$ cat src/source/mips_pkg.sv
package mips_pkg;

  typedef logic [31:0] word_t;
  typedef logic [4:0]  reg_idx_t;

  localparam logic [5:0] OP_SPECIAL = 6'h00;
  localparam logic [5:0] OP_REGIMM  = 6'h01;
  localparam logic [5:0] OP_J       = 6'h02;
  localparam logic [5:0] OP_JAL     = 6'h03;
  localparam logic [5:0] OP_BEQ     = 6'h04;
  localparam logic [5:0] OP_BNE     = 6'h05;
  localparam logic [5:0] OP_BLEZ    = 6'h06;
  localparam logic [5:0] OP_BGTZ    = 6'h07;
  localparam logic [5:0] OP_ADDI    = 6'h08;
  localparam logic [5:0] OP_ADDIU   = 6'h09;
  localparam logic [5:0] OP_ANDI    = 6'h0c;
  localparam logic [5:0] OP_ORI     = 6'h0d;
  localparam logic [5:0] OP_LUI     = 6'h0f;
  localparam logic [5:0] OP_LW      = 6'h23;
  localparam logic [5:0] OP_SW      = 6'h2b;

  localparam logic [5:0] FN_SLL     = 6'h00;
  localparam logic [5:0] FN_SRA     = 6'h03;
  localparam logic [5:0] FN_JR      = 6'h08;
  localparam logic [5:0] FN_SYSCALL = 6'h0c;
  localparam logic [5:0] FN_MFHI    = 6'h10;
  localparam logic [5:0] FN_MFLO    = 6'h12;
  localparam logic [5:0] FN_MULT    = 6'h18;
  localparam logic [5:0] FN_DIV     = 6'h1a;
  localparam logic [5:0] FN_ADD     = 6'h20;
  localparam logic [5:0] FN_ADDU    = 6'h21;
  localparam logic [5:0] FN_SUB     = 6'h22;
  localparam logic [5:0] FN_SUBU    = 6'h23;
  localparam logic [5:0] FN_AND     = 6'h24;
  localparam logic [5:0] FN_OR      = 6'h25;
  localparam logic [5:0] FN_SLT     = 6'h2a;

  // rt field under REGIMM
  localparam reg_idx_t RT_BLTZ = 5'd0;

  typedef enum logic [3:0] {
    ALU_ADD, ALU_SUB, ALU_AND, ALU_OR, ALU_SLT, ALU_SLL,
    ALU_SRA, ALU_LUI, ALU_MULT, ALU_DIV, ALU_MFHI, ALU_MFLO
  } alu_op_e;

  typedef enum logic [2:0] {
    BCU_NONE, BCU_EQ, BCU_NE, BCU_LEZ, BCU_GTZ, BCU_LTZ
  } bcu_op_e;

  typedef enum logic [1:0] {JUMP_NONE, JUMP_TARGET, JUMP_REG} jump_e;

  // one word, three field layouts
  typedef union packed {
    struct packed {
      logic [5:0] opcode;
      reg_idx_t   rs;
      reg_idx_t   rt;
      reg_idx_t   rd;
      logic [4:0] shamt;
      logic [5:0] funct;
    } r;
    struct packed {
      logic [5:0]  opcode;
      reg_idx_t    rs;
      reg_idx_t    rt;
      logic [15:0] imm;
    } i;
    struct packed {
      logic [5:0]  opcode;
      logic [25:0] index;
    } j;
  } instr_t;

  localparam int       NUM_REGS = 32;
  localparam reg_idx_t REG_RA   = 5'd31;

  localparam int DMEM_WORDS = 64;
  localparam int DMEM_AW    = $clog2(DMEM_WORDS);

  localparam int RETIRE_CREDIT_MAX = 4;
  localparam int RETIRE_CREDIT_W   = $clog2(RETIRE_CREDIT_MAX + 1);

  // sequencer states
  localparam logic [1:0] ST_IDLE   = 2'd0;
  localparam logic [1:0] ST_EXEC   = 2'd1;
  localparam logic [1:0] ST_RETIRE = 2'd2;

endpackage

$ cat src/source/ctrl_if.sv
`timescale 1ns/1ps

interface ctrl_if
  import mips_pkg::*;
();

  alu_op_e alu_op;
  logic    alu_src;
  bcu_op_e bcu_op;
  jump_e   jump;
  logic    jal;
  logic    reg_write;
  logic    reg_dst;
  logic    mem_to_reg;
  logic    mem_write;
  logic    load_upper;
  logic    syscall;
  logic    illegal;
  // high only in the execute cycle
  logic    exec_en;

  modport decoder (
    output alu_op, alu_src, bcu_op, jump, jal, reg_write, reg_dst,
    output mem_to_reg, mem_write, load_upper, syscall, illegal, exec_en
  );

  modport consumer (
    input alu_op, alu_src, bcu_op, jump, jal, reg_write, reg_dst,
    input mem_to_reg, mem_write, load_upper, syscall, illegal, exec_en
  );

endinterface

$ cat src/source/reg_file.sv
`timescale 1ns/1ps

module reg_file
  import mips_pkg::*;
(
  input  logic     clk,
  input  logic     arst_n,
  input  logic     accept,
  input  instr_t   word_in,
  input  word_t    pc_in,
  input  logic     commit,
  input  word_t    alu_result,
  input  word_t    mem_data,
  input  word_t    link,
  input  word_t    hi_in,
  input  word_t    lo_in,
  ctrl_if.consumer ctrl,
  output instr_t   instr,
  output word_t    pc,
  output word_t    rs_data,
  output word_t    rt_data,
  output reg_idx_t wr_idx,
  output word_t    wr_data,
  output word_t    hi,
  output word_t    lo
);

  word_t gpr [NUM_REGS];
  word_t rs_read;
  word_t rt_read;
  logic  gpr_we;
  logic  hilo_we;

  assign wr_idx  = ctrl.jal ? REG_RA : (ctrl.reg_dst ? instr.r.rd : instr.r.rt);
  assign wr_data = ctrl.jal ? link : (ctrl.mem_to_reg ? mem_data : alu_result);
  // r0 is never written, so it reads zero
  assign gpr_we  = commit && ctrl.reg_write && (wr_idx != '0);
  assign hilo_we = commit && (ctrl.alu_op == ALU_MULT || ctrl.alu_op == ALU_DIV);

  // accept may coincide with the previous commit
  assign rs_read = (gpr_we && wr_idx == word_in.r.rs) ? wr_data : gpr[word_in.r.rs];
  assign rt_read = (gpr_we && wr_idx == word_in.r.rt) ? wr_data : gpr[word_in.r.rt];

  // accept stage
  always_ff @(posedge clk) begin
    if (accept) begin
      instr   <= word_in;
      pc      <= pc_in;
      rs_data <= rs_read;
      rt_data <= rt_read;
    end
  end

  always_ff @(posedge clk or negedge arst_n) begin
    if (!arst_n) begin
      for (int i = 0; i < NUM_REGS; i++) begin
        gpr[i] <= '0;
      end
      hi <= '0;
      lo <= '0;
    end else begin
      if (gpr_we) gpr[wr_idx] <= wr_data;
      if (hilo_we) begin
        hi <= hi_in;
        lo <= lo_in;
      end
    end
  end

endmodule

$ cat src/flat_wrapper.sv
// flat-port wrapper written by rule: the top's interface ports become plain ports
module reg_file_flat import mips_pkg::*;
  (clk, arst_n, accept, word_in, pc_in, commit, alu_result, mem_data, link, hi_in, lo_in, instr, pc, rs_data, rt_data, wr_idx, wr_data, hi, lo, ctrl_alu_op, ctrl_alu_src, ctrl_bcu_op, ctrl_jump, ctrl_jal, ctrl_reg_write, ctrl_reg_dst, ctrl_mem_to_reg, ctrl_mem_write, ctrl_load_upper, ctrl_syscall, ctrl_illegal, ctrl_exec_en);
  ctrl_if ctrl_i ();
  input  logic clk;
  input  logic arst_n;
  input  logic accept;
  input  instr_t word_in;
  input  word_t pc_in;
  input  logic commit;
  input  word_t alu_result;
  input  word_t mem_data;
  input  word_t link;
  input  word_t hi_in;
  input  word_t lo_in;
  output instr_t instr;
  output word_t pc;
  output word_t rs_data;
  output word_t rt_data;
  output reg_idx_t wr_idx;
  output word_t wr_data;
  output word_t hi;
  output word_t lo;
  input wire logic [$bits(ctrl_i.alu_op)-1:0] ctrl_alu_op;
  input wire logic [$bits(ctrl_i.alu_src)-1:0] ctrl_alu_src;
  input wire logic [$bits(ctrl_i.bcu_op)-1:0] ctrl_bcu_op;
  input wire logic [$bits(ctrl_i.jump)-1:0] ctrl_jump;
  input wire logic [$bits(ctrl_i.jal)-1:0] ctrl_jal;
  input wire logic [$bits(ctrl_i.reg_write)-1:0] ctrl_reg_write;
  input wire logic [$bits(ctrl_i.reg_dst)-1:0] ctrl_reg_dst;
  input wire logic [$bits(ctrl_i.mem_to_reg)-1:0] ctrl_mem_to_reg;
  input wire logic [$bits(ctrl_i.mem_write)-1:0] ctrl_mem_write;
  input wire logic [$bits(ctrl_i.load_upper)-1:0] ctrl_load_upper;
  input wire logic [$bits(ctrl_i.syscall)-1:0] ctrl_syscall;
  input wire logic [$bits(ctrl_i.illegal)-1:0] ctrl_illegal;
  input wire logic [$bits(ctrl_i.exec_en)-1:0] ctrl_exec_en;
  assign ctrl_i.alu_op = ctrl_alu_op;
  assign ctrl_i.alu_src = ctrl_alu_src;
  assign ctrl_i.bcu_op = ctrl_bcu_op;
  assign ctrl_i.jump = ctrl_jump;
  assign ctrl_i.jal = ctrl_jal;
  assign ctrl_i.reg_write = ctrl_reg_write;
  assign ctrl_i.reg_dst = ctrl_reg_dst;
  assign ctrl_i.mem_to_reg = ctrl_mem_to_reg;
  assign ctrl_i.mem_write = ctrl_mem_write;
  assign ctrl_i.load_upper = ctrl_load_upper;
  assign ctrl_i.syscall = ctrl_syscall;
  assign ctrl_i.illegal = ctrl_illegal;
  assign ctrl_i.exec_en = ctrl_exec_en;
  reg_file u_core (.clk(clk), .arst_n(arst_n), .accept(accept), .word_in(word_in), .pc_in(pc_in), .commit(commit), .alu_result(alu_result), .mem_data(mem_data), .link(link), .hi_in(hi_in), .lo_in(lo_in), .ctrl(ctrl_i), .instr(instr), .pc(pc), .rs_data(rs_data), .rt_data(rt_data), .wr_idx(wr_idx), .wr_data(wr_data), .hi(hi), .lo(lo));
endmodule
$ cat config.mk
export PLATFORM = sky130hd
export DESIGN_NAME = reg_file_flat
export DESIGN_NICKNAME = d
export VERILOG_FILES = /design/src/source/mips_pkg.sv /design/src/source/ctrl_if.sv /design/src/source/reg_file.sv /design/src/flat_wrapper.sv
export SDC_FILE = /design/constraint.sdc
export NUM_CORES = 2
export LEC_CHECK = 0
export BUFFER_PORTS_ARGS = -buffer_cell sky130_fd_sc_hd__buf_4
export CORE_MARGIN = 2
export CORE_UTILIZATION = 51
export CTS_BUF_LIST = sky130_fd_sc_hd__clkbuf_16
export DETAILED_ROUTE_END_ITERATION = 6
export PLACE_DENSITY = 0.7
export SYNTH_ARGS = -nofsm -noshare
export SYNTH_HDL_FRONTEND = slang
export SYNTH_SLANG_ARGS = --single-unit
$ cat constraint.sdc
create_clock -name clk -period 3.1 [get_ports clk]
set_input_delay 0 -clock clk [delete_from_list [all_inputs] [get_ports clk]]
set_output_delay 0 -clock clk [all_outputs]
set_load 0.005 [all_outputs]
==> impl_metrics.toml <==
[outcome]
run_status = "finished clean"

[global_route]
grt_pass1_vias = 43700
grtUsageTotal_pct = 33.0
grt_pass1_wl_um = 292000
grt_start_max_net_pins = 125
globalRouteOverflowTotal = 0
antenna_found_initial = 3

[sta]
period_share_pct = 93.6
setup_violations = 0
fmax_ghz = 0.345
skew_ns = 0.0286
worst_pin_slew_ns = 1.19
drv_slew = 0
fin_crit_ns = 2.90
final_hold_viol_count = 0
maxSlewHeadroom_pct = 20.3
rsz0062_at_grt = "no"
setup-tns-final_ns = 0

[setup_path]
required_ns = 3.56
cp.arrival_ns = 3.37
cp_max_fo = 22
critPathLaunchType = "flip-flop"
path_class = "reg -> reg"
crit_path_end_kind = "flip-flop"

[routing]
drtPass1Iterations = 5
drtIter0Drc = 4290
avgViaCountPerCell = 6.59
vias = 42300
antenna_left = 0
routed_wl_um = 198000
wl_per_cell_um = 31.0
drc = 0

[clocking]
clockBufferDepth = 3
ctsHoldBuffers = 238
clk_transition_reported_paths_ns = 0.06
clk_latency_ns = 0.75
clkSinkCount = 1216
root_buffer = "clkbuf_16"
cts-resized-gates = 0
cts_tree = "built"
post_cts_buffers = 0
h-tree-depth = 4
cts_buffers = 136

[pwr]
p_leak_nw = 33.0
power.share.switching_pct = 26.5
p_clk_share_pct = 37.3
power-per-cell-area_nw_per_um2 = 582
pwr-share-seq_pct = 46.0
p_comb_share_pct = 16.7
vdd_drop_max_mv = 0.444
p_int_mw = 31.3
p_switching_mw = 11.3

[place]
dpl.hpwl_um = 119000
portBuffers = 463
dpl.cell_count = 5930
gp_congestion = 0.846

[floorplan]
dieHeight_um = 348
start_util_pct = 51.2
core_um2 = 118000
dieArea_um2 = 121000
pin_count = 476
die_x_um = 348
rows = 126

[final_layout]
drive_above_1_share_pct = 43.3
final_cell_count_no_fill = 6411
multi_input_area_um2 = 27500
fill_cells = 8699
final_nets = 5017
seqCellArea_um2 = 31100
area_growth_pct = 21.1

[synth]
synth_area_leaders = "dfrtp_1, mux4_2, mux2_2"
avgSynthCellArea_um2 = 14.5
ys_seq_area_share_pct = 51.5
yosys_warnings = 0
syn-num-nets = 4400
ys_seq_elements = 1216
synth_area_um2 = 60300
async_flop_share_pct = 89.5
synthCells = 4153
synthTopCellsByCount = "dfrtp_1, mux2_2, mux4_2"
yosysUniqueCellTypes = 67
synth_edf_count = 128
yosys.area.top_type = "dfrtp_1"
synth_flop_cell = "dfrtp_1"
netlist.area_leader.share_pct = 45.1
yosysMostFrequentCell = "dfrtp_1"

[min_path]
hold_path.class = "in -> reg"

[job]
cap_violations = 0
layer usage:
metal	routed length [um]	up-vias	share of wire [%]	track usage (%)
met5	0	-	0	0
met4	11300	0	5.7	16.9
met3	18900	504	9.5	7.71
met2	91400	2340	46	51.1
met1	76800	22200	39	44.1
li1	-	17200	-	-
cells in the final DEF, fill, tap and decap left out, drive strengths merged, types with 76 or more instances in the layout:
cell / n
mux2i: 76
o22ai: 199
buf: 676
mux2: 801
edfxtp: 128
clkbuf: 143
o21ai: 299
dlygate4sd3: 237
mux4: 510
nand2: 345
dfrtp: 1088
cell type report:
type	count	area share (%)
clock inverter	99	1.03
tap	1536	2.63
clock buffer	143	4.90
sequential	1216	42.5
timing repair buffer	913	11.2
antenna	1	0.00342
inverter	31	0.159
multi-input combinational	2472	37.6
registers in the layout, indices dropped and copies added, names as in the netlist:
signal,flops
u_core.gpr,1024
u_core.hi,32
u_core.rs_data,32
u_core.rt_data,32
u_core.lo,32
u_core.pc,32
u_core.instr,32
critical path: stages, from the launching register on:
cell,delay [ns]
edfxtp_1,0.46
mux2_4,0.33
o21a_1,0.17
or4b_4,0.55
nor4_4,0.39
buf_12,0.28
mux2_1,0.37
per-stage QoR:
stage / hold WS, ns / worst slack, ns / total power [mW] / util, % / cell area [um2]
6_report: 0.00620 / 0.198 / 42.5 / 62.1 / 73100
5_1_grt: 0.0145 / 0.0615 / 44.1 / 62.1 / 73100
4_1_cts: 0.000129 / 0.210 / 42.7 / 62.1 / 73100
3_5_place_dp: 0.0278 / 0.239 / 26.6 / 56.3 / 66400
3_3_place_gp: 0.0250 / 0.286 / 26.3 / 56.3 / 66400
2_1_floorplan: -0.296 / 0.467 / 23.6 / - / 60300
cell families after synthesis:
family	synth area share, %
xor gates and xnor gates	0.0290
muxes	35.5
buffers and inverters	3.30
DFF	51.5
and+or+nand+nor	3.83
AOI/OAI and AO/OA	5.87
worst paths after layout:
kind | endpoint | from | depth (start not counted) | slack (ns)
max | u_core.rs_data[17] | u_core.instr[20] | 6 | 0.20
min in group asynchronous | u_core.gpr[506] | arst_n | 3 | 0.10
max reg2reg | u_core.rs_data[17] | u_core.instr[20] | 6 | 0.20
min | u_core.gpr[882] | link[18] | 5 | 0.006
min reg2reg | u_core.gpr[1013] | u_core.gpr[1013] | 0 | 0.39
max in group asynchronous | u_core.gpr[711] | arst_n | 3 | 2.28
power groups by stage:
stage | registers (mW) | clock network [mW] | logic [mW]
after floorplan | 19.3 | 0 | 4.24
after global placement | 19.6 | 0 | 6.66
after detailed placement | 19.8 | 0 | 6.81
after CTS | 19.5 | 16.1 | 7.10
after global routing | 19.8 | 16.8 | 7.60
final | 19.6 | 15.9 | 7.10
(Power assumes the default switching activity.)
