**src/source/mips_pkg.sv**
```systemverilog
package mips_pkg;

  typedef logic [31:0] word_t;
  typedef logic [4:0]  reg_idx_t;

  localparam logic [5:0] OP_SPECIAL = 6'h00;
  localparam logic [5:0] OP_REGIMM  = 6'h01;
  localparam logic [5:0] OP_J       = 6'h02;
  localparam logic [5:0] OP_JAL     = 6'h03;
  localparam logic [5:0] OP_BEQ     = 6'h04;
  localparam logic [5:0] OP_BNE     = 6'h05;
  localparam logic [5:0] OP_BLEZ    = 6'h06;
  localparam logic [5:0] OP_BGTZ    = 6'h07;
  localparam logic [5:0] OP_ADDI    = 6'h08;
  localparam logic [5:0] OP_ADDIU   = 6'h09;
  localparam logic [5:0] OP_ANDI    = 6'h0c;
  localparam logic [5:0] OP_ORI     = 6'h0d;
  localparam logic [5:0] OP_LUI     = 6'h0f;
  localparam logic [5:0] OP_LW      = 6'h23;
  localparam logic [5:0] OP_SW      = 6'h2b;

  localparam logic [5:0] FN_SLL     = 6'h00;
  localparam logic [5:0] FN_SRA     = 6'h03;
  localparam logic [5:0] FN_JR      = 6'h08;
  localparam logic [5:0] FN_SYSCALL = 6'h0c;
  localparam logic [5:0] FN_MFHI    = 6'h10;
  localparam logic [5:0] FN_MFLO    = 6'h12;
  localparam logic [5:0] FN_MULT    = 6'h18;
  localparam logic [5:0] FN_DIV     = 6'h1a;
  localparam logic [5:0] FN_ADD     = 6'h20;
  localparam logic [5:0] FN_ADDU    = 6'h21;
  localparam logic [5:0] FN_SUB     = 6'h22;
  localparam logic [5:0] FN_SUBU    = 6'h23;
  localparam logic [5:0] FN_AND     = 6'h24;
  localparam logic [5:0] FN_OR      = 6'h25;
  localparam logic [5:0] FN_SLT     = 6'h2a;

  // rt field under REGIMM
  localparam reg_idx_t RT_BLTZ = 5'd0;

  typedef enum logic [3:0] {
    ALU_ADD, ALU_SUB, ALU_AND, ALU_OR, ALU_SLT, ALU_SLL,
    ALU_SRA, ALU_LUI, ALU_MULT, ALU_DIV, ALU_MFHI, ALU_MFLO
  } alu_op_e;

  typedef enum logic [2:0] {
    BCU_NONE, BCU_EQ, BCU_NE, BCU_LEZ, BCU_GTZ, BCU_LTZ
  } bcu_op_e;

  typedef enum logic [1:0] {JUMP_NONE, JUMP_TARGET, JUMP_REG} jump_e;

  // one word, three field layouts
  typedef union packed {
    struct packed {
      logic [5:0] opcode;
      reg_idx_t   rs;
      reg_idx_t   rt;
      reg_idx_t   rd;
      logic [4:0] shamt;
      logic [5:0] funct;
    } r;
    struct packed {
      logic [5:0]  opcode;
      reg_idx_t    rs;
      reg_idx_t    rt;
      logic [15:0] imm;
    } i;
    struct packed {
      logic [5:0]  opcode;
      logic [25:0] index;
    } j;
  } instr_t;

  localparam int       NUM_REGS = 32;
  localparam reg_idx_t REG_RA   = 5'd31;

  localparam int DMEM_WORDS = 64;
  localparam int DMEM_AW    = $clog2(DMEM_WORDS);

  localparam int RETIRE_CREDIT_MAX = 4;
  localparam int RETIRE_CREDIT_W   = $clog2(RETIRE_CREDIT_MAX + 1);

  // sequencer states
  localparam logic [1:0] ST_IDLE   = 2'd0;
  localparam logic [1:0] ST_EXEC   = 2'd1;
  localparam logic [1:0] ST_RETIRE = 2'd2;

endpackage

```
**src/source/ctrl_if.sv**
```systemverilog
`timescale 1ns/1ps

interface ctrl_if
  import mips_pkg::*;
();

  alu_op_e alu_op;
  logic    alu_src;
  bcu_op_e bcu_op;
  jump_e   jump;
  logic    jal;
  logic    reg_write;
  logic    reg_dst;
  logic    mem_to_reg;
  logic    mem_write;
  logic    load_upper;
  logic    syscall;
  logic    illegal;
  // high only in the execute cycle
  logic    exec_en;

  modport decoder (
    output alu_op, alu_src, bcu_op, jump, jal, reg_write, reg_dst,
    output mem_to_reg, mem_write, load_upper, syscall, illegal, exec_en
  );

  modport consumer (
    input alu_op, alu_src, bcu_op, jump, jal, reg_write, reg_dst,
    input mem_to_reg, mem_write, load_upper, syscall, illegal, exec_en
  );

endinterface

```
**src/source/control_unit.sv**
```systemverilog
`timescale 1ns/1ps

module control_unit
  import mips_pkg::*;
(
  input  logic   clk,
  input  logic   arst_n,
  input  logic   instr_valid,
  input  instr_t instr_word,
  input  logic   retire_credit,
  output logic   instr_credit,
  output logic   retire_valid,
  output logic   commit,
  ctrl_if.decoder ctrl
);

  logic [1:0]                 state;
  logic [1:0]                 boot_cnt;
  logic [RETIRE_CREDIT_W-1:0] credits;

  // decode of the held word
  always_comb begin
    ctrl.alu_op     = ALU_ADD;
    ctrl.alu_src    = 1'b0;
    ctrl.bcu_op     = BCU_NONE;
    ctrl.jump       = JUMP_NONE;
    ctrl.jal        = 1'b0;
    ctrl.reg_write  = 1'b0;
    ctrl.reg_dst    = 1'b0;
    ctrl.mem_to_reg = 1'b0;
    ctrl.mem_write  = 1'b0;
    ctrl.load_upper = 1'b0;
    ctrl.syscall    = 1'b0;
    ctrl.illegal    = 1'b0;
    case (instr_word.r.opcode)
      OP_SPECIAL: begin
        ctrl.reg_dst = 1'b1;
        case (instr_word.r.funct)
          FN_ADD, FN_ADDU: ctrl.alu_op = ALU_ADD;
          FN_SUB, FN_SUBU: ctrl.alu_op = ALU_SUB;
          FN_AND:          ctrl.alu_op = ALU_AND;
          FN_OR:           ctrl.alu_op = ALU_OR;
          FN_SLT:          ctrl.alu_op = ALU_SLT;
          FN_SLL:          ctrl.alu_op = ALU_SLL;
          FN_SRA:          ctrl.alu_op = ALU_SRA;
          FN_MULT:         ctrl.alu_op = ALU_MULT;
          FN_DIV:          ctrl.alu_op = ALU_DIV;
          FN_MFHI:         ctrl.alu_op = ALU_MFHI;
          FN_MFLO:         ctrl.alu_op = ALU_MFLO;
          FN_JR:           ctrl.jump = JUMP_REG;
          FN_SYSCALL:      ctrl.syscall = 1'b1;
          default:         ctrl.illegal = 1'b1;
        endcase
        // mult, div, jr and syscall leave the GPRs alone
        ctrl.reg_write = !ctrl.syscall && !ctrl.illegal && (ctrl.jump == JUMP_NONE)
                         && (ctrl.alu_op != ALU_MULT) && (ctrl.alu_op != ALU_DIV);
      end
      OP_REGIMM: begin
        if (instr_word.i.rt == RT_BLTZ) ctrl.bcu_op = BCU_LTZ;
        else ctrl.illegal = 1'b1;
      end
      OP_J: ctrl.jump = JUMP_TARGET;
      OP_JAL: begin
        ctrl.jump      = JUMP_TARGET;
        ctrl.jal       = 1'b1;
        ctrl.reg_write = 1'b1;
      end
      OP_BEQ:  ctrl.bcu_op = BCU_EQ;
      OP_BNE:  ctrl.bcu_op = BCU_NE;
      OP_BLEZ: ctrl.bcu_op = BCU_LEZ;
      OP_BGTZ: ctrl.bcu_op = BCU_GTZ;
      OP_ADDI, OP_ADDIU, OP_ANDI, OP_ORI, OP_LUI, OP_LW: begin
        ctrl.alu_src   = 1'b1;
        ctrl.reg_write = 1'b1;
        if (instr_word.r.opcode == OP_ANDI) ctrl.alu_op = ALU_AND;
        if (instr_word.r.opcode == OP_ORI) ctrl.alu_op = ALU_OR;
        if (instr_word.r.opcode == OP_LUI) begin
          ctrl.alu_op     = ALU_LUI;
          ctrl.load_upper = 1'b1;
        end
        ctrl.mem_to_reg = (instr_word.r.opcode == OP_LW);
      end
      OP_SW: begin
        ctrl.alu_src   = 1'b1;
        ctrl.mem_write = 1'b1;
      end
      default: ctrl.illegal = 1'b1;
    endcase
  end

  assign retire_valid = (state == ST_RETIRE) && (credits != '0);
  assign commit       = retire_valid;
  // boot pulse plus one per retired instruction
  assign instr_credit = (boot_cnt == 2'd1) || retire_valid;
  assign ctrl.exec_en = (state == ST_EXEC);

  always_ff @(posedge clk or negedge arst_n) begin
    if (!arst_n) begin
      state    <= ST_IDLE;
      boot_cnt <= 2'd0;
      credits  <= '0;
    end else begin
      if (boot_cnt != 2'd2) boot_cnt <= boot_cnt + 2'd1;

      if (retire_credit && !retire_valid &&
          credits != RETIRE_CREDIT_W'(RETIRE_CREDIT_MAX)) begin
        credits <= credits + 1'b1;
      end else if (!retire_credit && retire_valid) begin
        credits <= credits - 1'b1;
      end

      case (state)
        ST_IDLE:   if (instr_valid) state <= ST_EXEC;
        ST_EXEC:   state <= ST_RETIRE;
        // next word may arrive in the retire cycle itself
        ST_RETIRE: if (retire_valid) state <= instr_valid ? ST_EXEC : ST_IDLE;
        default:   state <= ST_IDLE;
      endcase
    end
  end

endmodule

```
**src/flat_wrapper.sv**
```systemverilog
// flat-port wrapper written by rule: the top's interface ports become plain ports
module control_unit_flat import mips_pkg::*;
  (clk, arst_n, instr_valid, instr_word, retire_credit, instr_credit, retire_valid, commit, ctrl_alu_op, ctrl_alu_src, ctrl_bcu_op, ctrl_jump, ctrl_jal, ctrl_reg_write, ctrl_reg_dst, ctrl_mem_to_reg, ctrl_mem_write, ctrl_load_upper, ctrl_syscall, ctrl_illegal, ctrl_exec_en);
  ctrl_if ctrl_i ();
  input  logic clk;
  input  logic arst_n;
  input  logic instr_valid;
  input  instr_t instr_word;
  input  logic retire_credit;
  output logic instr_credit;
  output logic retire_valid;
  output logic commit;
  output wire logic [$bits(ctrl_i.alu_op)-1:0] ctrl_alu_op;
  output wire logic [$bits(ctrl_i.alu_src)-1:0] ctrl_alu_src;
  output wire logic [$bits(ctrl_i.bcu_op)-1:0] ctrl_bcu_op;
  output wire logic [$bits(ctrl_i.jump)-1:0] ctrl_jump;
  output wire logic [$bits(ctrl_i.jal)-1:0] ctrl_jal;
  output wire logic [$bits(ctrl_i.reg_write)-1:0] ctrl_reg_write;
  output wire logic [$bits(ctrl_i.reg_dst)-1:0] ctrl_reg_dst;
  output wire logic [$bits(ctrl_i.mem_to_reg)-1:0] ctrl_mem_to_reg;
  output wire logic [$bits(ctrl_i.mem_write)-1:0] ctrl_mem_write;
  output wire logic [$bits(ctrl_i.load_upper)-1:0] ctrl_load_upper;
  output wire logic [$bits(ctrl_i.syscall)-1:0] ctrl_syscall;
  output wire logic [$bits(ctrl_i.illegal)-1:0] ctrl_illegal;
  output wire logic [$bits(ctrl_i.exec_en)-1:0] ctrl_exec_en;
  assign ctrl_alu_op = ctrl_i.alu_op;
  assign ctrl_alu_src = ctrl_i.alu_src;
  assign ctrl_bcu_op = ctrl_i.bcu_op;
  assign ctrl_jump = ctrl_i.jump;
  assign ctrl_jal = ctrl_i.jal;
  assign ctrl_reg_write = ctrl_i.reg_write;
  assign ctrl_reg_dst = ctrl_i.reg_dst;
  assign ctrl_mem_to_reg = ctrl_i.mem_to_reg;
  assign ctrl_mem_write = ctrl_i.mem_write;
  assign ctrl_load_upper = ctrl_i.load_upper;
  assign ctrl_syscall = ctrl_i.syscall;
  assign ctrl_illegal = ctrl_i.illegal;
  assign ctrl_exec_en = ctrl_i.exec_en;
  control_unit u_core (.clk(clk), .arst_n(arst_n), .instr_valid(instr_valid), .instr_word(instr_word), .retire_credit(retire_credit), .instr_credit(instr_credit), .retire_valid(retire_valid), .commit(commit), .ctrl(ctrl_i));
endmodule
```
**config.mk**
```make
export PLATFORM = sky130hd
export DESIGN_NAME = control_unit_flat
export DESIGN_NICKNAME = d
export VERILOG_FILES = /design/src/source/mips_pkg.sv /design/src/source/ctrl_if.sv /design/src/source/control_unit.sv /design/src/flat_wrapper.sv
export SDC_FILE = /design/constraint.sdc
export NUM_CORES = 1
export LEC_CHECK = 0
export BUFFER_PORTS_ARGS = -buffer_cell sky130_fd_sc_hd__buf_2
export CAP_MARGIN = 20
export CORE_ASPECT_RATIO = 0.7
export CORE_MARGIN = 1.5
export CORE_UTILIZATION = 40
export DETAILED_ROUTE_END_ITERATION = 12
export GPL_TIMING_DRIVEN = 0
export HOLD_SLACK_MARGIN = 0.1
export PLACE_DENSITY = 0.76
export SETUP_SLACK_MARGIN = 0.3
export SLEW_MARGIN = 5
export SYNTH_ARGS = -nofsm -noshare
export SYNTH_HDL_FRONTEND = slang
export SYNTH_SLANG_ARGS = --single-unit
```
**constraint.sdc**
```tcl
create_clock -name clk -period 1.9 [get_ports clk]
set_input_delay 0.095 -clock clk [delete_from_list [all_inputs] [get_ports clk]]
set_output_delay 0.095 -clock clk [all_outputs]
set_load 0.005 [all_outputs]
```
==> flow_summary.ini <==
[setup_path]
cp_top_family = compound AO/OA/AOI/OAI gates
startpoint_type = register
crit_path_max_incr_delay_ns = 0.52
cp_num_buf_inv = 0
r2r_slack_ns = -0.03
cp-end-kind = register
path_max_fanout = 3
crit_arrival_ns = 2.10
cp.required_ns = 2.07
criticalPathCategory = reg -> reg
worstPathCellList = nor3_4, o21bai_4, nand2_2, fa_1, o21ai_1, a311oi_1, o22a_1
slowest_stage = fa_1

[timing]
slew_viol_final = 0
hold_viol_final = 0
finalSetupViolCount = 1
rsz0062_at_grt = true
layout_setup_ws_ns = -0.0278
period_share = 1.01
maxSlewHeadroom = 0.670
holdWs_ns = 0.229
period_minus_slack_ns = 1.93
fmaxAchievable_mhz = 519
worst_slew_pin_slew_ns = 0.494
fin_tns_setup_ns = -0.0278
clock-skew-final_ns = 0.00803

[logic_synthesis]
synth_top_area_share = 0.166
synth_top_flop_cell = dfrtp_1
yosys.cell_count.top_type = nor2_1
synthArstFlopShare = 1.00
yosysUniqueCellTypes = 50
synth_edf_count = 0
avgSynthCellArea_um2 = 7.19
synthTopCellsByArea = dfrtp_1, nor2_1, nor2b_1
synth_commonest_cells = nor2_1, clkbuf_1, nand2_1
synthesis.area_um2 = 1060
yosysSeqAreaShare = 0.166
synth_cells = 147
yosys_warnings = 0
syn-num-nets = 186
synth-seq-cells = 7
synth_area_leader_cell = dfrtp_1

[grt]
antenna_found_initial = 0
overflow = 0
grt_max_degree = 11
grt_pass1_vias = 1127
track_usage = 0.219
grt_first_pass_wirelength_mm = 5.09

[placement]
placed_cells = 221
port_buffers = 40
place.gp.congestion = 0.867
dp_hpwl_mm = 2.38
place_area_um2 = 1310
pre_cts_ws_ns = -0.102

[clock_network]
clock_path_buffers = 2
cts.clk_slew.worst_paths_ns = 0.05
htreeDepth = 1
insertion_delay_ns = 0.24
clock_sink_count = 7
cts_tree = yes
cts_buffers = 3
cts_root_buf = clkbuf_8

[outcome]
outcome = finished with violations
violations = setup timing

[finish]
final_nets = 246
postLayoutCellArea_um2 = 1550
instances_no_fill = 240
diodes = 0
drive_above_1_share = 0.383
syn_to_final_growth_pct = 46.5

[floorplanning]
fp.dieH_um = 46.0
core-area_um2 = 2480
start_util = 0.427
die_w_um = 64.5
ios = 58
dieArea_um2 = 2970
rows = 15

[pwr]
p_leak_nw = 0.727
vdd_ir_drop_max_mv = 0.537
power_density_nw_per_um2 = 823

[route]
antenna_left = 0
routed_wl_mm = 3.58
drtIter0Drc = 101
drt-vias-per-instance = 5.95
dr.pass1.iters = 5
wl_per_cell_um = 14.9
vias = 1427
drcViolationCount = 0

[run]
maxCapViolCount = 0

[worst_hold_path]
hold_path_class = in -> async
[stage by stage]
step	util	power, W
5_1_grt	0.625	0.00135
2_1_floorplan	-	0.000601
3_3_place_gp	0.530	0.000705
6_report	0.625	0.00127
4_1_cts	0.601	0.00112
3_5_place_dp	0.530	0.000740
[flip-flops by register name, indices dropped and copies added, names as in the netlist]
name and flops:
u_core.state 2, u_core.credits 3, u_core.boot_cnt 2
[what timing repair did]
action | CTS | global route
setup endpoints to repair | 10 | 10
pin swaps | 14 | 6
hold buffers | 2 | 0
setup buffers | 9 | 4
cloned | 0 | 0
endpoints found under the hold margin | 8 | 0
resized for setup | 8 | 14
[cells by family (layout without fill, tap and decap cells)]
kind of cell             after synthesis  after routing  synth area share
AND/OR/NAND/NOR                       72             72             0.383
AO/OA/AOI/OAI                         38             38             0.263
buffers and inverters                 19             78            0.0757
flip-flops                             7              7             0.166
XOR/XNOR                               5              5            0.0414
adder cells (fa/ha/maj)                3              3            0.0426
multiplexers                           3              3            0.0284
[worst reg2reg max path, stage by stage, from the launching register on]
cell,delay (ns)
dfrtp_2,0.44
nor3_4,0.20
o21bai_4,0.16
nand2_2,0.08
fa_1,0.52
o21ai_1,0.07
a311oi_1,0.22
o22a_1,0.17
[where the power goes]
part           internal [W]  total (W)  leakage (nW)  switching (W)
Sequential         0.000202   0.000264        0.0809      0.0000618
Clock              0.000146   0.000224        0.0228      0.0000779
Combinational      0.000436   0.000786         0.624       0.000350
[final cells by class]
class	count	area (um^2)
inverters	5	23.8
flip-flops and latches	7	179
multi-input cells	121	868
well taps	34	42.5
repair buffers	55	324
plain buffers	14	66.3
fillers	220	928
clock buffers	4	45.0
[final timing paths]
check,from,endpoint,cells past startpoint
worst max-delay path,u_core.credits[0]$_DFFE_PN0P_,u_core.credits[1]$_DFFE_PN0P_,7
max in group asynchronous,arst_n,u_core.credits[2]$_DFFE_PN0P_,2
worst max register to register,u_core.credits[0]$_DFFE_PN0P_,u_core.credits[1]$_DFFE_PN0P_,7
min in group clk,retire_credit,u_core.credits[0]$_DFFE_PN0P_,3
worst min register to register,u_core.boot_cnt[0]$_DFFE_PN0P_,u_core.boot_cnt[0]$_DFFE_PN0P_,1
worst min-delay path,arst_n,u_core.credits[1]$_DFFE_PN0P_,2
[cell usage in the layout, fill, tap and decap left out, drive strengths merged, types with 4 or more instances in the layout]
master,instances
o21ai,7
nand2b,6
clkbuf,16
nor2b,7
a31oi,6
nor3,4
buf,55
nor3b,5
dfrtp,7
nor2,18
inv,4
nand3,6
nand2,9
a21oi,4
[routing by layer]
layer	track usage	up-vias	part of all wire
met5	0	-	0
met4	0.0426	0	0.0081
met3	0.0569	8	0.063
met2	0.354	58	0.51
met1	0.300	698	0.42
li1	-	663	-
No activity file was read; power rests on OpenSTA's default activity.
