### src/source/mips_pkg.sv
package mips_pkg;

  typedef logic [31:0] word_t;
  typedef logic [4:0]  reg_idx_t;

  localparam logic [5:0] OP_SPECIAL = 6'h00;
  localparam logic [5:0] OP_REGIMM  = 6'h01;
  localparam logic [5:0] OP_J       = 6'h02;
  localparam logic [5:0] OP_JAL     = 6'h03;
  localparam logic [5:0] OP_BEQ     = 6'h04;
  localparam logic [5:0] OP_BNE     = 6'h05;
  localparam logic [5:0] OP_BLEZ    = 6'h06;
  localparam logic [5:0] OP_BGTZ    = 6'h07;
  localparam logic [5:0] OP_ADDI    = 6'h08;
  localparam logic [5:0] OP_ADDIU   = 6'h09;
  localparam logic [5:0] OP_ANDI    = 6'h0c;
  localparam logic [5:0] OP_ORI     = 6'h0d;
  localparam logic [5:0] OP_LUI     = 6'h0f;
  localparam logic [5:0] OP_LW      = 6'h23;
  localparam logic [5:0] OP_SW      = 6'h2b;

  localparam logic [5:0] FN_SLL     = 6'h00;
  localparam logic [5:0] FN_SRA     = 6'h03;
  localparam logic [5:0] FN_JR      = 6'h08;
  localparam logic [5:0] FN_SYSCALL = 6'h0c;
  localparam logic [5:0] FN_MFHI    = 6'h10;
  localparam logic [5:0] FN_MFLO    = 6'h12;
  localparam logic [5:0] FN_MULT    = 6'h18;
  localparam logic [5:0] FN_DIV     = 6'h1a;
  localparam logic [5:0] FN_ADD     = 6'h20;
  localparam logic [5:0] FN_ADDU    = 6'h21;
  localparam logic [5:0] FN_SUB     = 6'h22;
  localparam logic [5:0] FN_SUBU    = 6'h23;
  localparam logic [5:0] FN_AND     = 6'h24;
  localparam logic [5:0] FN_OR      = 6'h25;
  localparam logic [5:0] FN_SLT     = 6'h2a;

  // rt field under REGIMM
  localparam reg_idx_t RT_BLTZ = 5'd0;

  typedef enum logic [3:0] {
    ALU_ADD, ALU_SUB, ALU_AND, ALU_OR, ALU_SLT, ALU_SLL,
    ALU_SRA, ALU_LUI, ALU_MULT, ALU_DIV, ALU_MFHI, ALU_MFLO
  } alu_op_e;

  typedef enum logic [2:0] {
    BCU_NONE, BCU_EQ, BCU_NE, BCU_LEZ, BCU_GTZ, BCU_LTZ
  } bcu_op_e;

  typedef enum logic [1:0] {JUMP_NONE, JUMP_TARGET, JUMP_REG} jump_e;

  // one word, three field layouts
  typedef union packed {
    struct packed {
      logic [5:0] opcode;
      reg_idx_t   rs;
      reg_idx_t   rt;
      reg_idx_t   rd;
      logic [4:0] shamt;
      logic [5:0] funct;
    } r;
    struct packed {
      logic [5:0]  opcode;
      reg_idx_t    rs;
      reg_idx_t    rt;
      logic [15:0] imm;
    } i;
    struct packed {
      logic [5:0]  opcode;
      logic [25:0] index;
    } j;
  } instr_t;

  localparam int       NUM_REGS = 32;
  localparam reg_idx_t REG_RA   = 5'd31;

  localparam int DMEM_WORDS = 64;
  localparam int DMEM_AW    = $clog2(DMEM_WORDS);

  localparam int RETIRE_CREDIT_MAX = 4;
  localparam int RETIRE_CREDIT_W   = $clog2(RETIRE_CREDIT_MAX + 1);

  // sequencer states
  localparam logic [1:0] ST_IDLE   = 2'd0;
  localparam logic [1:0] ST_EXEC   = 2'd1;
  localparam logic [1:0] ST_RETIRE = 2'd2;

endpackage

### src/source/ctrl_if.sv
`timescale 1ns/1ps

interface ctrl_if
  import mips_pkg::*;
();

  alu_op_e alu_op;
  logic    alu_src;
  bcu_op_e bcu_op;
  jump_e   jump;
  logic    jal;
  logic    reg_write;
  logic    reg_dst;
  logic    mem_to_reg;
  logic    mem_write;
  logic    load_upper;
  logic    syscall;
  logic    illegal;
  // high only in the execute cycle
  logic    exec_en;

  modport decoder (
    output alu_op, alu_src, bcu_op, jump, jal, reg_write, reg_dst,
    output mem_to_reg, mem_write, load_upper, syscall, illegal, exec_en
  );

  modport consumer (
    input alu_op, alu_src, bcu_op, jump, jal, reg_write, reg_dst,
    input mem_to_reg, mem_write, load_upper, syscall, illegal, exec_en
  );

endinterface

### src/source/branch_unit.sv
`timescale 1ns/1ps

module branch_unit
  import mips_pkg::*;
(
  input  logic     clk,
  input  word_t    pc,
  input  word_t    rs_data,
  input  word_t    rt_data,
  input  instr_t   instr,
  ctrl_if.consumer ctrl,
  output word_t    next_pc,
  output word_t    link
);

  word_t pc_plus4;
  word_t br_target;
  word_t npc_d;
  logic  taken;

  assign pc_plus4  = pc + 32'd4;
  assign br_target = pc_plus4 + {{14{instr.i.imm[15]}}, instr.i.imm, 2'b00};

  always_comb begin
    case (ctrl.bcu_op)
      BCU_EQ:  taken = (rs_data == rt_data);
      BCU_NE:  taken = (rs_data != rt_data);
      BCU_LEZ: taken = rs_data[31] || (rs_data == '0);
      BCU_GTZ: taken = !rs_data[31] && (rs_data != '0);
      BCU_LTZ: taken = rs_data[31];
      default: taken = 1'b0;
    endcase
  end

  // no delay slot
  always_comb begin
    case (ctrl.jump)
      JUMP_TARGET: npc_d = {pc_plus4[31:28], instr.j.index, 2'b00};
      JUMP_REG:    npc_d = rs_data;
      default:     npc_d = taken ? br_target : pc_plus4;
    endcase
  end

  always_ff @(posedge clk) begin
    if (ctrl.exec_en) begin
      next_pc <= npc_d;
      link    <= pc_plus4;
    end
  end

endmodule

### src/flat_wrapper.sv
// flat-port wrapper written by rule: the top's interface ports become plain ports
module branch_unit_flat import mips_pkg::*;
  (clk, pc, rs_data, rt_data, instr, next_pc, link, ctrl_alu_op, ctrl_alu_src, ctrl_bcu_op, ctrl_jump, ctrl_jal, ctrl_reg_write, ctrl_reg_dst, ctrl_mem_to_reg, ctrl_mem_write, ctrl_load_upper, ctrl_syscall, ctrl_illegal, ctrl_exec_en);
  ctrl_if ctrl_i ();
  input  logic clk;
  input  word_t pc;
  input  word_t rs_data;
  input  word_t rt_data;
  input  instr_t instr;
  output word_t next_pc;
  output word_t link;
  input wire logic [$bits(ctrl_i.alu_op)-1:0] ctrl_alu_op;
  input wire logic [$bits(ctrl_i.alu_src)-1:0] ctrl_alu_src;
  input wire logic [$bits(ctrl_i.bcu_op)-1:0] ctrl_bcu_op;
  input wire logic [$bits(ctrl_i.jump)-1:0] ctrl_jump;
  input wire logic [$bits(ctrl_i.jal)-1:0] ctrl_jal;
  input wire logic [$bits(ctrl_i.reg_write)-1:0] ctrl_reg_write;
  input wire logic [$bits(ctrl_i.reg_dst)-1:0] ctrl_reg_dst;
  input wire logic [$bits(ctrl_i.mem_to_reg)-1:0] ctrl_mem_to_reg;
  input wire logic [$bits(ctrl_i.mem_write)-1:0] ctrl_mem_write;
  input wire logic [$bits(ctrl_i.load_upper)-1:0] ctrl_load_upper;
  input wire logic [$bits(ctrl_i.syscall)-1:0] ctrl_syscall;
  input wire logic [$bits(ctrl_i.illegal)-1:0] ctrl_illegal;
  input wire logic [$bits(ctrl_i.exec_en)-1:0] ctrl_exec_en;
  assign ctrl_i.alu_op = ctrl_alu_op;
  assign ctrl_i.alu_src = ctrl_alu_src;
  assign ctrl_i.bcu_op = ctrl_bcu_op;
  assign ctrl_i.jump = ctrl_jump;
  assign ctrl_i.jal = ctrl_jal;
  assign ctrl_i.reg_write = ctrl_reg_write;
  assign ctrl_i.reg_dst = ctrl_reg_dst;
  assign ctrl_i.mem_to_reg = ctrl_mem_to_reg;
  assign ctrl_i.mem_write = ctrl_mem_write;
  assign ctrl_i.load_upper = ctrl_load_upper;
  assign ctrl_i.syscall = ctrl_syscall;
  assign ctrl_i.illegal = ctrl_illegal;
  assign ctrl_i.exec_en = ctrl_exec_en;
  branch_unit u_core (.clk(clk), .pc(pc), .rs_data(rs_data), .rt_data(rt_data), .instr(instr), .ctrl(ctrl_i), .next_pc(next_pc), .link(link));
endmodule
### config.mk
export PLATFORM = sky130hd
export DESIGN_NAME = branch_unit_flat
export DESIGN_NICKNAME = d
export VERILOG_FILES = /design/src/source/mips_pkg.sv /design/src/source/ctrl_if.sv /design/src/source/branch_unit.sv /design/src/flat_wrapper.sv
export SDC_FILE = /design/constraint.sdc
export NUM_CORES = 1
export LEC_CHECK = 0
export BUFFER_PORTS_ARGS = -buffer_cell sky130_fd_sc_hd__buf_2
export CORE_UTILIZATION = 40
export DETAILED_ROUTE_END_ITERATION = 8
export PLACE_DENSITY = 0.68
export SYNTH_ARGS = -nofsm -noshare
export SYNTH_HDL_FRONTEND = slang
export SYNTH_SLANG_ARGS = --single-unit
### constraint.sdc
create_clock -name clk -period 5.5 [get_ports clk]
set_clock_uncertainty 0.05 [all_clocks]
set_input_delay 1.65 -clock clk [delete_from_list [all_inputs] [get_ports clk]]
set_output_delay 1.65 -clock clk [all_outputs]
set_load 0.02 [all_outputs]
==> results of run 1 <==
## synth_stat cells (2+ instances only)
library cell | instances | area (um^2)
xnor2_1 | 66 | 578.1
edfxtp_1 | 64 | 1922
a21oi_1 | 44 | 220.2
nand2_1 | 37 | 138.9
ha_1 | 35 | 437.9
a221oi_1 | 29 | 254.0
o21ai_0 | 26 | 130.1
a21o_1 | 24 | 180.2
nor2_1 | 20 | 75.07
nand4_1 | 19 | 118.9
nand3_1 | 17 | 85.08
clkbuf_1 | 16 | 60.06
xor2_1 | 16 | 140.1
mux2i_1 | 14 | 140.1
inv_1 | 11 | 41.29
nor4_1 | 9 | 56.30
a31oi_1 | 7 | 43.79
and3_1 | 7 | 43.79
a211oi_1 | 5 | 37.54
and2_1 | 5 | 31.28
o21bai_1 | 5 | 37.54
nand2b_1 | 4 | 25.02
nor2b_1 | 4 | 25.02
nor3_1 | 4 | 20.02
a221o_1 | 3 | 30.03
a41oi_1 | 3 | 26.28
and4_1 | 3 | 26.28
o21a_1 | 3 | 22.52
buf_2 | 2 | 10.01
mux2_2 | 2 | 22.52
## routing by layer
layer	GRT usage (%)	routed length (um)
met4	11.05	380
met1	34.87	7734
met5	0	0
met3	3.862	1273
met2	43.37	8075
## report_power, final
group / internal [uW] / total [uW] / switching [uW]
clock: 344 / 552 / 208
combinational: 236 / 582 / 346
sequential: 603 / 617 / 14.2
total: 1180 / 1750 / 568
## how the worst max path moves through the flow
stage,from,to,slack (ps),cells past startpoint
2_1_floorplan,pc[2],u_core.next_pc[29],600,17
3_3_place_gp,pc[3],u_core.next_pc[29],110,21
5_1_grt,pc[3],u_core.next_pc[24],30,18
3_5_place_dp,pc[3],u_core.next_pc[29],110,21
6_report,pc[3],u_core.next_pc[31],410,19
4_1_cts,pc[3],u_core.next_pc[29],440,21
## registers in the layout, indices dropped and copies added, names as in the netlist
| name | count |
|---|---|
| u_core.next_pc | 32 |
| u_core.link | 32 |
## stage by stage
step                util (%)  cells  setup WS [ps]  hold WS, ps
floorplan                  -    535          603.0         1699
global placement       51.66    905          109.0         1797
detailed placement     51.66    905          114.6         1793
CTS                    53.84    921          439.4         1442
global route           53.84    921          26.54         1450
finish                 53.84    921          414.6         1456
## kinds of logic after synthesis
logic type / share of synthesized area, %
buf+inv: 2.311
mux: 3.065
simple gates: 14.03
flops: 36.22
compound gates: 21.39
fa+ha+maj: 8.630
xor+xnor: 14.36
## worst max-delay path, cell delays in order
cell      delay, ps
buf_2           100
ha_1            180
nand3_1         120
nor2_1          170
nand3_1         120
buf_4           180
nor2_1          150
nand3_1         120
xnor2_1         290
ha_1            310
a21o_1          180
a21o_1          180
a21oi_1         240
o21ai_0         120
a31oi_1         250
o21ai_0         200
and3_1          220
nand4b_1        160
o211a_1         160
## area by class of cell
cell class | instances | area [um^2]
fillers | 1177 | 5896
inverters | 11 | 41.29
clock buffers | 10 | 229.0
repair buffers | 218 | 1156
well taps | 172 | 215.2
clock inverters | 6 | 50.05
flip-flops and latches | 64 | 1922
multi-input cells | 440 | 3264
==> key figures, run 1 <==
Hold path
  • Worst hold path endpoint: u_core.link[1]
  • Worst Min Path Start: pc[1]
  • Hold crit path type: primary input to flop
  • Hold Crit Depth: 1

Drt
  • Vias: 5274
  • DRC viols: 0
  • Final wirelength: 17460 um
  • Avg WL per Cell: 18.96 um
  • Pre-Repair DR Iteration Count: 5
  • Iter 0 DRT Violations: 341
  • Antenna Nets Post-Route: 0
  • Via-to-Cell Ratio: 5.726

Synth
  • Sequential share of the synthesized area: 36.22%
  • Yosys warnings: 0
  • Post-synthesis cell count: 535
  • Number of synthesized flops with an enable pin: 64
  • Synth cell types: 61
  • Post-synth top flop: edfxtp_1
  • Async SR Flop Fraction: 0%
  • Syn Nets: 719
  • Cell Area, Synth: 5306 um^2
  • Flops & latches, synth: 64
  • Mean Syn Cell Area: 9.918 um^2

Timing
  • Tightest Pin Transition: 776.2 ps
  • Worst relative slew slack: 48.25%
  • Fin crit share: 92.46%
  • Setup TNS: 0 ps
  • Min cycle time layout: 5085 ps
  • Final Max Slew Viols: 0
  • # setup viols final: 0
  • Hold Violations, Final: 0
  • RSZ-0062 raised after global routing: no
  • Max Freq: 196.6 MHz

Finish
  • Nets: 928
  • Most common cell after layout, fill and taps aside: buf_2
  • P&R area growth vs syn: 29.62%
  • Layout cell share with drive strength beyond 1: 32.31%
  • Number of diodes: 0
  • Fin area: 6878 um^2
  • Most frequent cells in the layout: buf_2 (192), xnor2_1 (66), edfxtp_1 (64)

Clocking
  • TritonCTS Buffers: 9
  • CTS Buffer Depth: 2
  • CTS Sinks: 64
  • # resized after CTS: 0
  • Hold Buf Count CTS: 0
  • Post-CTS Repair Setup Buffers: 0
  • Max H-tree Level: 3
  • Clk pin slew, worst setup/hold paths: 50 ps
  • Clock root buffer: clkbuf_16
  • CTS tree: yes

Die
  • Die Ht: 117.2 um
  • Total Die Area: 13730 um^2
  • Die X: 117.2 um
  • Boundary Pins: 212
  • Site row count: 41
  • Initial Utilization: 41.54%
  • Placeable Area: 12770 um^2

Critical path
  • CP Data Arrival Time: 5120 ps
  • Critical path type: primary input to flop
  • Critical path endpoint category: flop
  • Critical path peak fanout: 4
  • CP required: 5540 ps
  • Worst Setup Start Kind: primary input

Placed design
  • Hpwl dp: 13690 um
  • Final Wtd Congestion: 0.9064
  • Input/output buffers: 192
  • Post-DP Area: 6599 um^2

Global route
  • Pin count of the biggest net entering global routing: 35
  • Vias in the first global route: 5378
  • Antenna violations before repair: 0
  • Total GRT Usage: 26.44%
  • Global-route wire length before repair: 27370 um
  • Global route overflow: 0

Power
  • PD cells: 254.6 nW/um^2
  • Leak: 0.002943 uW
  • PnR Total Power: 1751 uW
  • Max VDD drop: 0.1549 mV

Flow run
  • Max Cap Viol: 0

Outcome
  • Status: finished, final reports clean
(Power assumes the default switching activity.)
==> inputs of run 2 (changes only) <==
--- a/config.mk
+++ b/config.mk
@@ -5,10 +5,11 @@
 export SDC_FILE = /design/constraint.sdc
 export NUM_CORES = 1
 export LEC_CHECK = 0
+export ABC_AREA = 1
 export BUFFER_PORTS_ARGS = -buffer_cell sky130_fd_sc_hd__buf_2
 export CORE_UTILIZATION = 40
 export DETAILED_ROUTE_END_ITERATION = 8
-export PLACE_DENSITY = 0.68
+export PLACE_DENSITY = 0.65
 export SYNTH_ARGS = -nofsm -noshare
 export SYNTH_HDL_FRONTEND = slang
 export SYNTH_SLANG_ARGS = --single-unit
==> run 2 against run 1 <==
Effect of this change:
- sequential cell count stayed put
- area after synthesis is 24% higher
- sequential power is 0.8% lower
- global-route usage is 0.073 points higher
- fmax is 9.5% higher
- clock-buffer cell count is 1 lower
- critical path type unchanged
==> key figures, run 2 <==
Outcome
  • Status: finished, final reports clean

Die
  • Initial Utilization: 41.29%
  • Boundary Pins: 212
  • Die X: 130.5 um
  • Site row count: 46
  • Placeable Area: 16000 um^2
  • Die Ht: 130.5 um
  • Total Die Area: 17030 um^2

Synth
  • Flops & latches, synth: 64
  • Area leader, netlist: edfxtp_1
  • Synth cell types: 42
  • Async SR Flop Fraction: 0%
  • Post-synthesis cell count: 1013
  • Cell Area, Synth: 6606 um^2
  • Post-synth top area share: 29.09%
  • Sequential share of the synthesized area: 29.09%
  • Count leader, synth: nand2_1
  • Post-synth top flop: edfxtp_1
  • Syn Nets: 1197
  • Yosys warnings: 0
  • Number of synthesized flops with an enable pin: 64
  • Mean Syn Cell Area: 6.522 um^2
  • Post-synth top cells: nand2_1 (355), inv_1 (142), nand3_1 (94), nor2_1 (75), edfxtp_1 (64)
  • Largest cells by area after synthesis: edfxtp_1 (29%), nand2_1 (20%), inv_1 (8.1%)

Finish
  • Most frequent cells in the layout: nand2_1 (355), buf_2 (192), inv_1 (142)
  • Biggest regs: u_core.link (32), u_core.next_pc (32)
  • Layout cell share with drive strength beyond 1: 20.45%
  • Fillers: 1738
  • Number of diodes: 0
  • Multi-input logic area: 3986 um^2
  • Nets: 1382
  • P&R area growth vs syn: 22.54%
  • Storage element area: 1922 um^2
  • Most common cell after layout, fill and taps aside: nand2_1

Clocking
  • Hold Buf Count CTS: 0
  • Post-CTS Repair Setup Buffers: 0
  • Max H-tree Level: 3
  • Clk pin slew, worst setup/hold paths: 60 ps
  • CTS tree: yes
  • Clock root buffer: clkbuf_16
  • TritonCTS Buffers: 9
  • CTS Buffer Depth: 2
  • CTS Sinks: 64
  • # resized after CTS: 0

Critical path
  • CP Data Arrival Time: 4680 ps
  • CP required: 5540 ps
  • Critical path endpoint category: flop
  • Critical path peak fanout: 6
  • Critical path type: primary input to flop
  • Worst Setup Start Kind: primary input

Drt
  • Via-to-Cell Ratio: 4.937
  • Vias: 7006
  • DRC viols: 0
  • Final wirelength: 22350 um
  • Avg WL per Cell: 15.75 um
  • Antenna Nets Post-Route: 0
  • Iter 0 DRT Violations: 467
  • Pre-Repair DR Iteration Count: 5

Global route
  • Global-route wire length before repair: 33410 um
  • Antenna violations before repair: 0
  • Global route overflow: 0
  • Total GRT Usage: 26.51%
  • Vias in the first global route: 6348
  • Pin count of the biggest net entering global routing: 39

Timing
  • Final Max Slew Viols: 0
  • Fin crit share: 84.42%
  • Max Freq: 215.4 MHz
  • Hold Violations, Final: 0
  • Tightest Pin Transition: 942.5 ps
  • # setup viols final: 0
  • Min cycle time layout: 4643 ps
  • Setup TNS: 0 ps
  • Worst relative slew slack: 37.16%
  • Hold slack: 1448 ps
  • Setup slack after layout: 856.7 ps
  • RSZ-0062 raised after global routing: no

Hold path
  • Hold crit path type: primary input to flop

Placed design
  • Input/output buffers: 192
  • Hpwl dp: 18220 um
  • Dpl ws: 528.6 ps
  • Final Wtd Congestion: 0.9265

Power
  • PD cells: 240.6 nW/um^2
  • Max VDD drop: 0.1384 mV
  • Leak: 0.004159 uW

Flow run
  • Max Cap Viol: 0
-- run 2: cells by family after synthesis --
logic type,after synthesis,share of synthesized area (%)
DFF,64,29.09
adders and majority gates,36,6.932
xor gates and xnor gates,58,7.689
and+or+nand+nor,586,37.95
AOI/OAI and AO/OA,92,7.765
buffers and inverters,177,10.57
-- run 2: per-stage QoR --
stage	power, uW	cell area, um^2	instances	util [%]
after floorplan	1034	6606	1013	-
after global routing	2046	8095	1419	50.59
final	1948	8095	1419	50.59
after CTS	1954	8095	1419	50.59
after global placement	1263	7751	1403	48.44
after detailed placement	1263	7751	1403	48.44
-- run 2: path summary, 6_finish.rpt --
check / start / endpoint / slack, ps / cells past startpoint
setup / recovery: pc[2] / u_core.next_pc[31] / 860 / 22
hold / removal: pc[1] / u_core.link[1] / 1450 / 1
-- run 2: area by class of cell --
type | instances | area share [%]
multi-input cells | 772 | 49.24
flip-flops and latches | 64 | 23.74
repair buffers | 196 | 12.24
inverters | 155 | 7.187
well taps | 216 | 3.338
clock buffers | 9 | 2.782
clock inverters | 7 | 1.468
-- run 2: per-layer routing --
| metal | up-vias | routed length, um | global-route usage, % |
|---|---|---|---|
| met5 | - | 0 | 0 |
| met4 | 0 | 616 | 10.14 |
| met3 | 34 | 1056 | 3.339 |
| met2 | 220 | 10240 | 42.67 |
| met1 | 3133 | 10440 | 36.21 |
| li1 | 3619 | - | - |
-- run 2: worst max-delay path, stage by stage --
cell     delay (ps)
buf_2           140
ha_1            200
nand2_1         110
inv_1            90
nand3_2         150
nor2_2          190
nand2_1          90
xor2_1          280
inv_1           110
ha_1            400
a21oi_1         270
o21ai_0         200
a21oi_1         220
nand2_1          80
inv_1            60
nand2_1          80
inv_1            60
nand2_1          50
nand2_1          60
nand2_1          50
nand3_1          70
nand2_1          80
-- run 2: report_power, final --
| part | leakage (uW) | internal [uW] | switching (uW) | total [uW] |
|---|---|---|---|---|
| clock network | 0.000164 | 444 | 243 | 687 |
| registers | 0.000624 | 601 | 11.2 | 612 |
| logic | 0.00337 | 219 | 430 | 649 |
| total | 0.00416 | 1260 | 684 | 1950 |
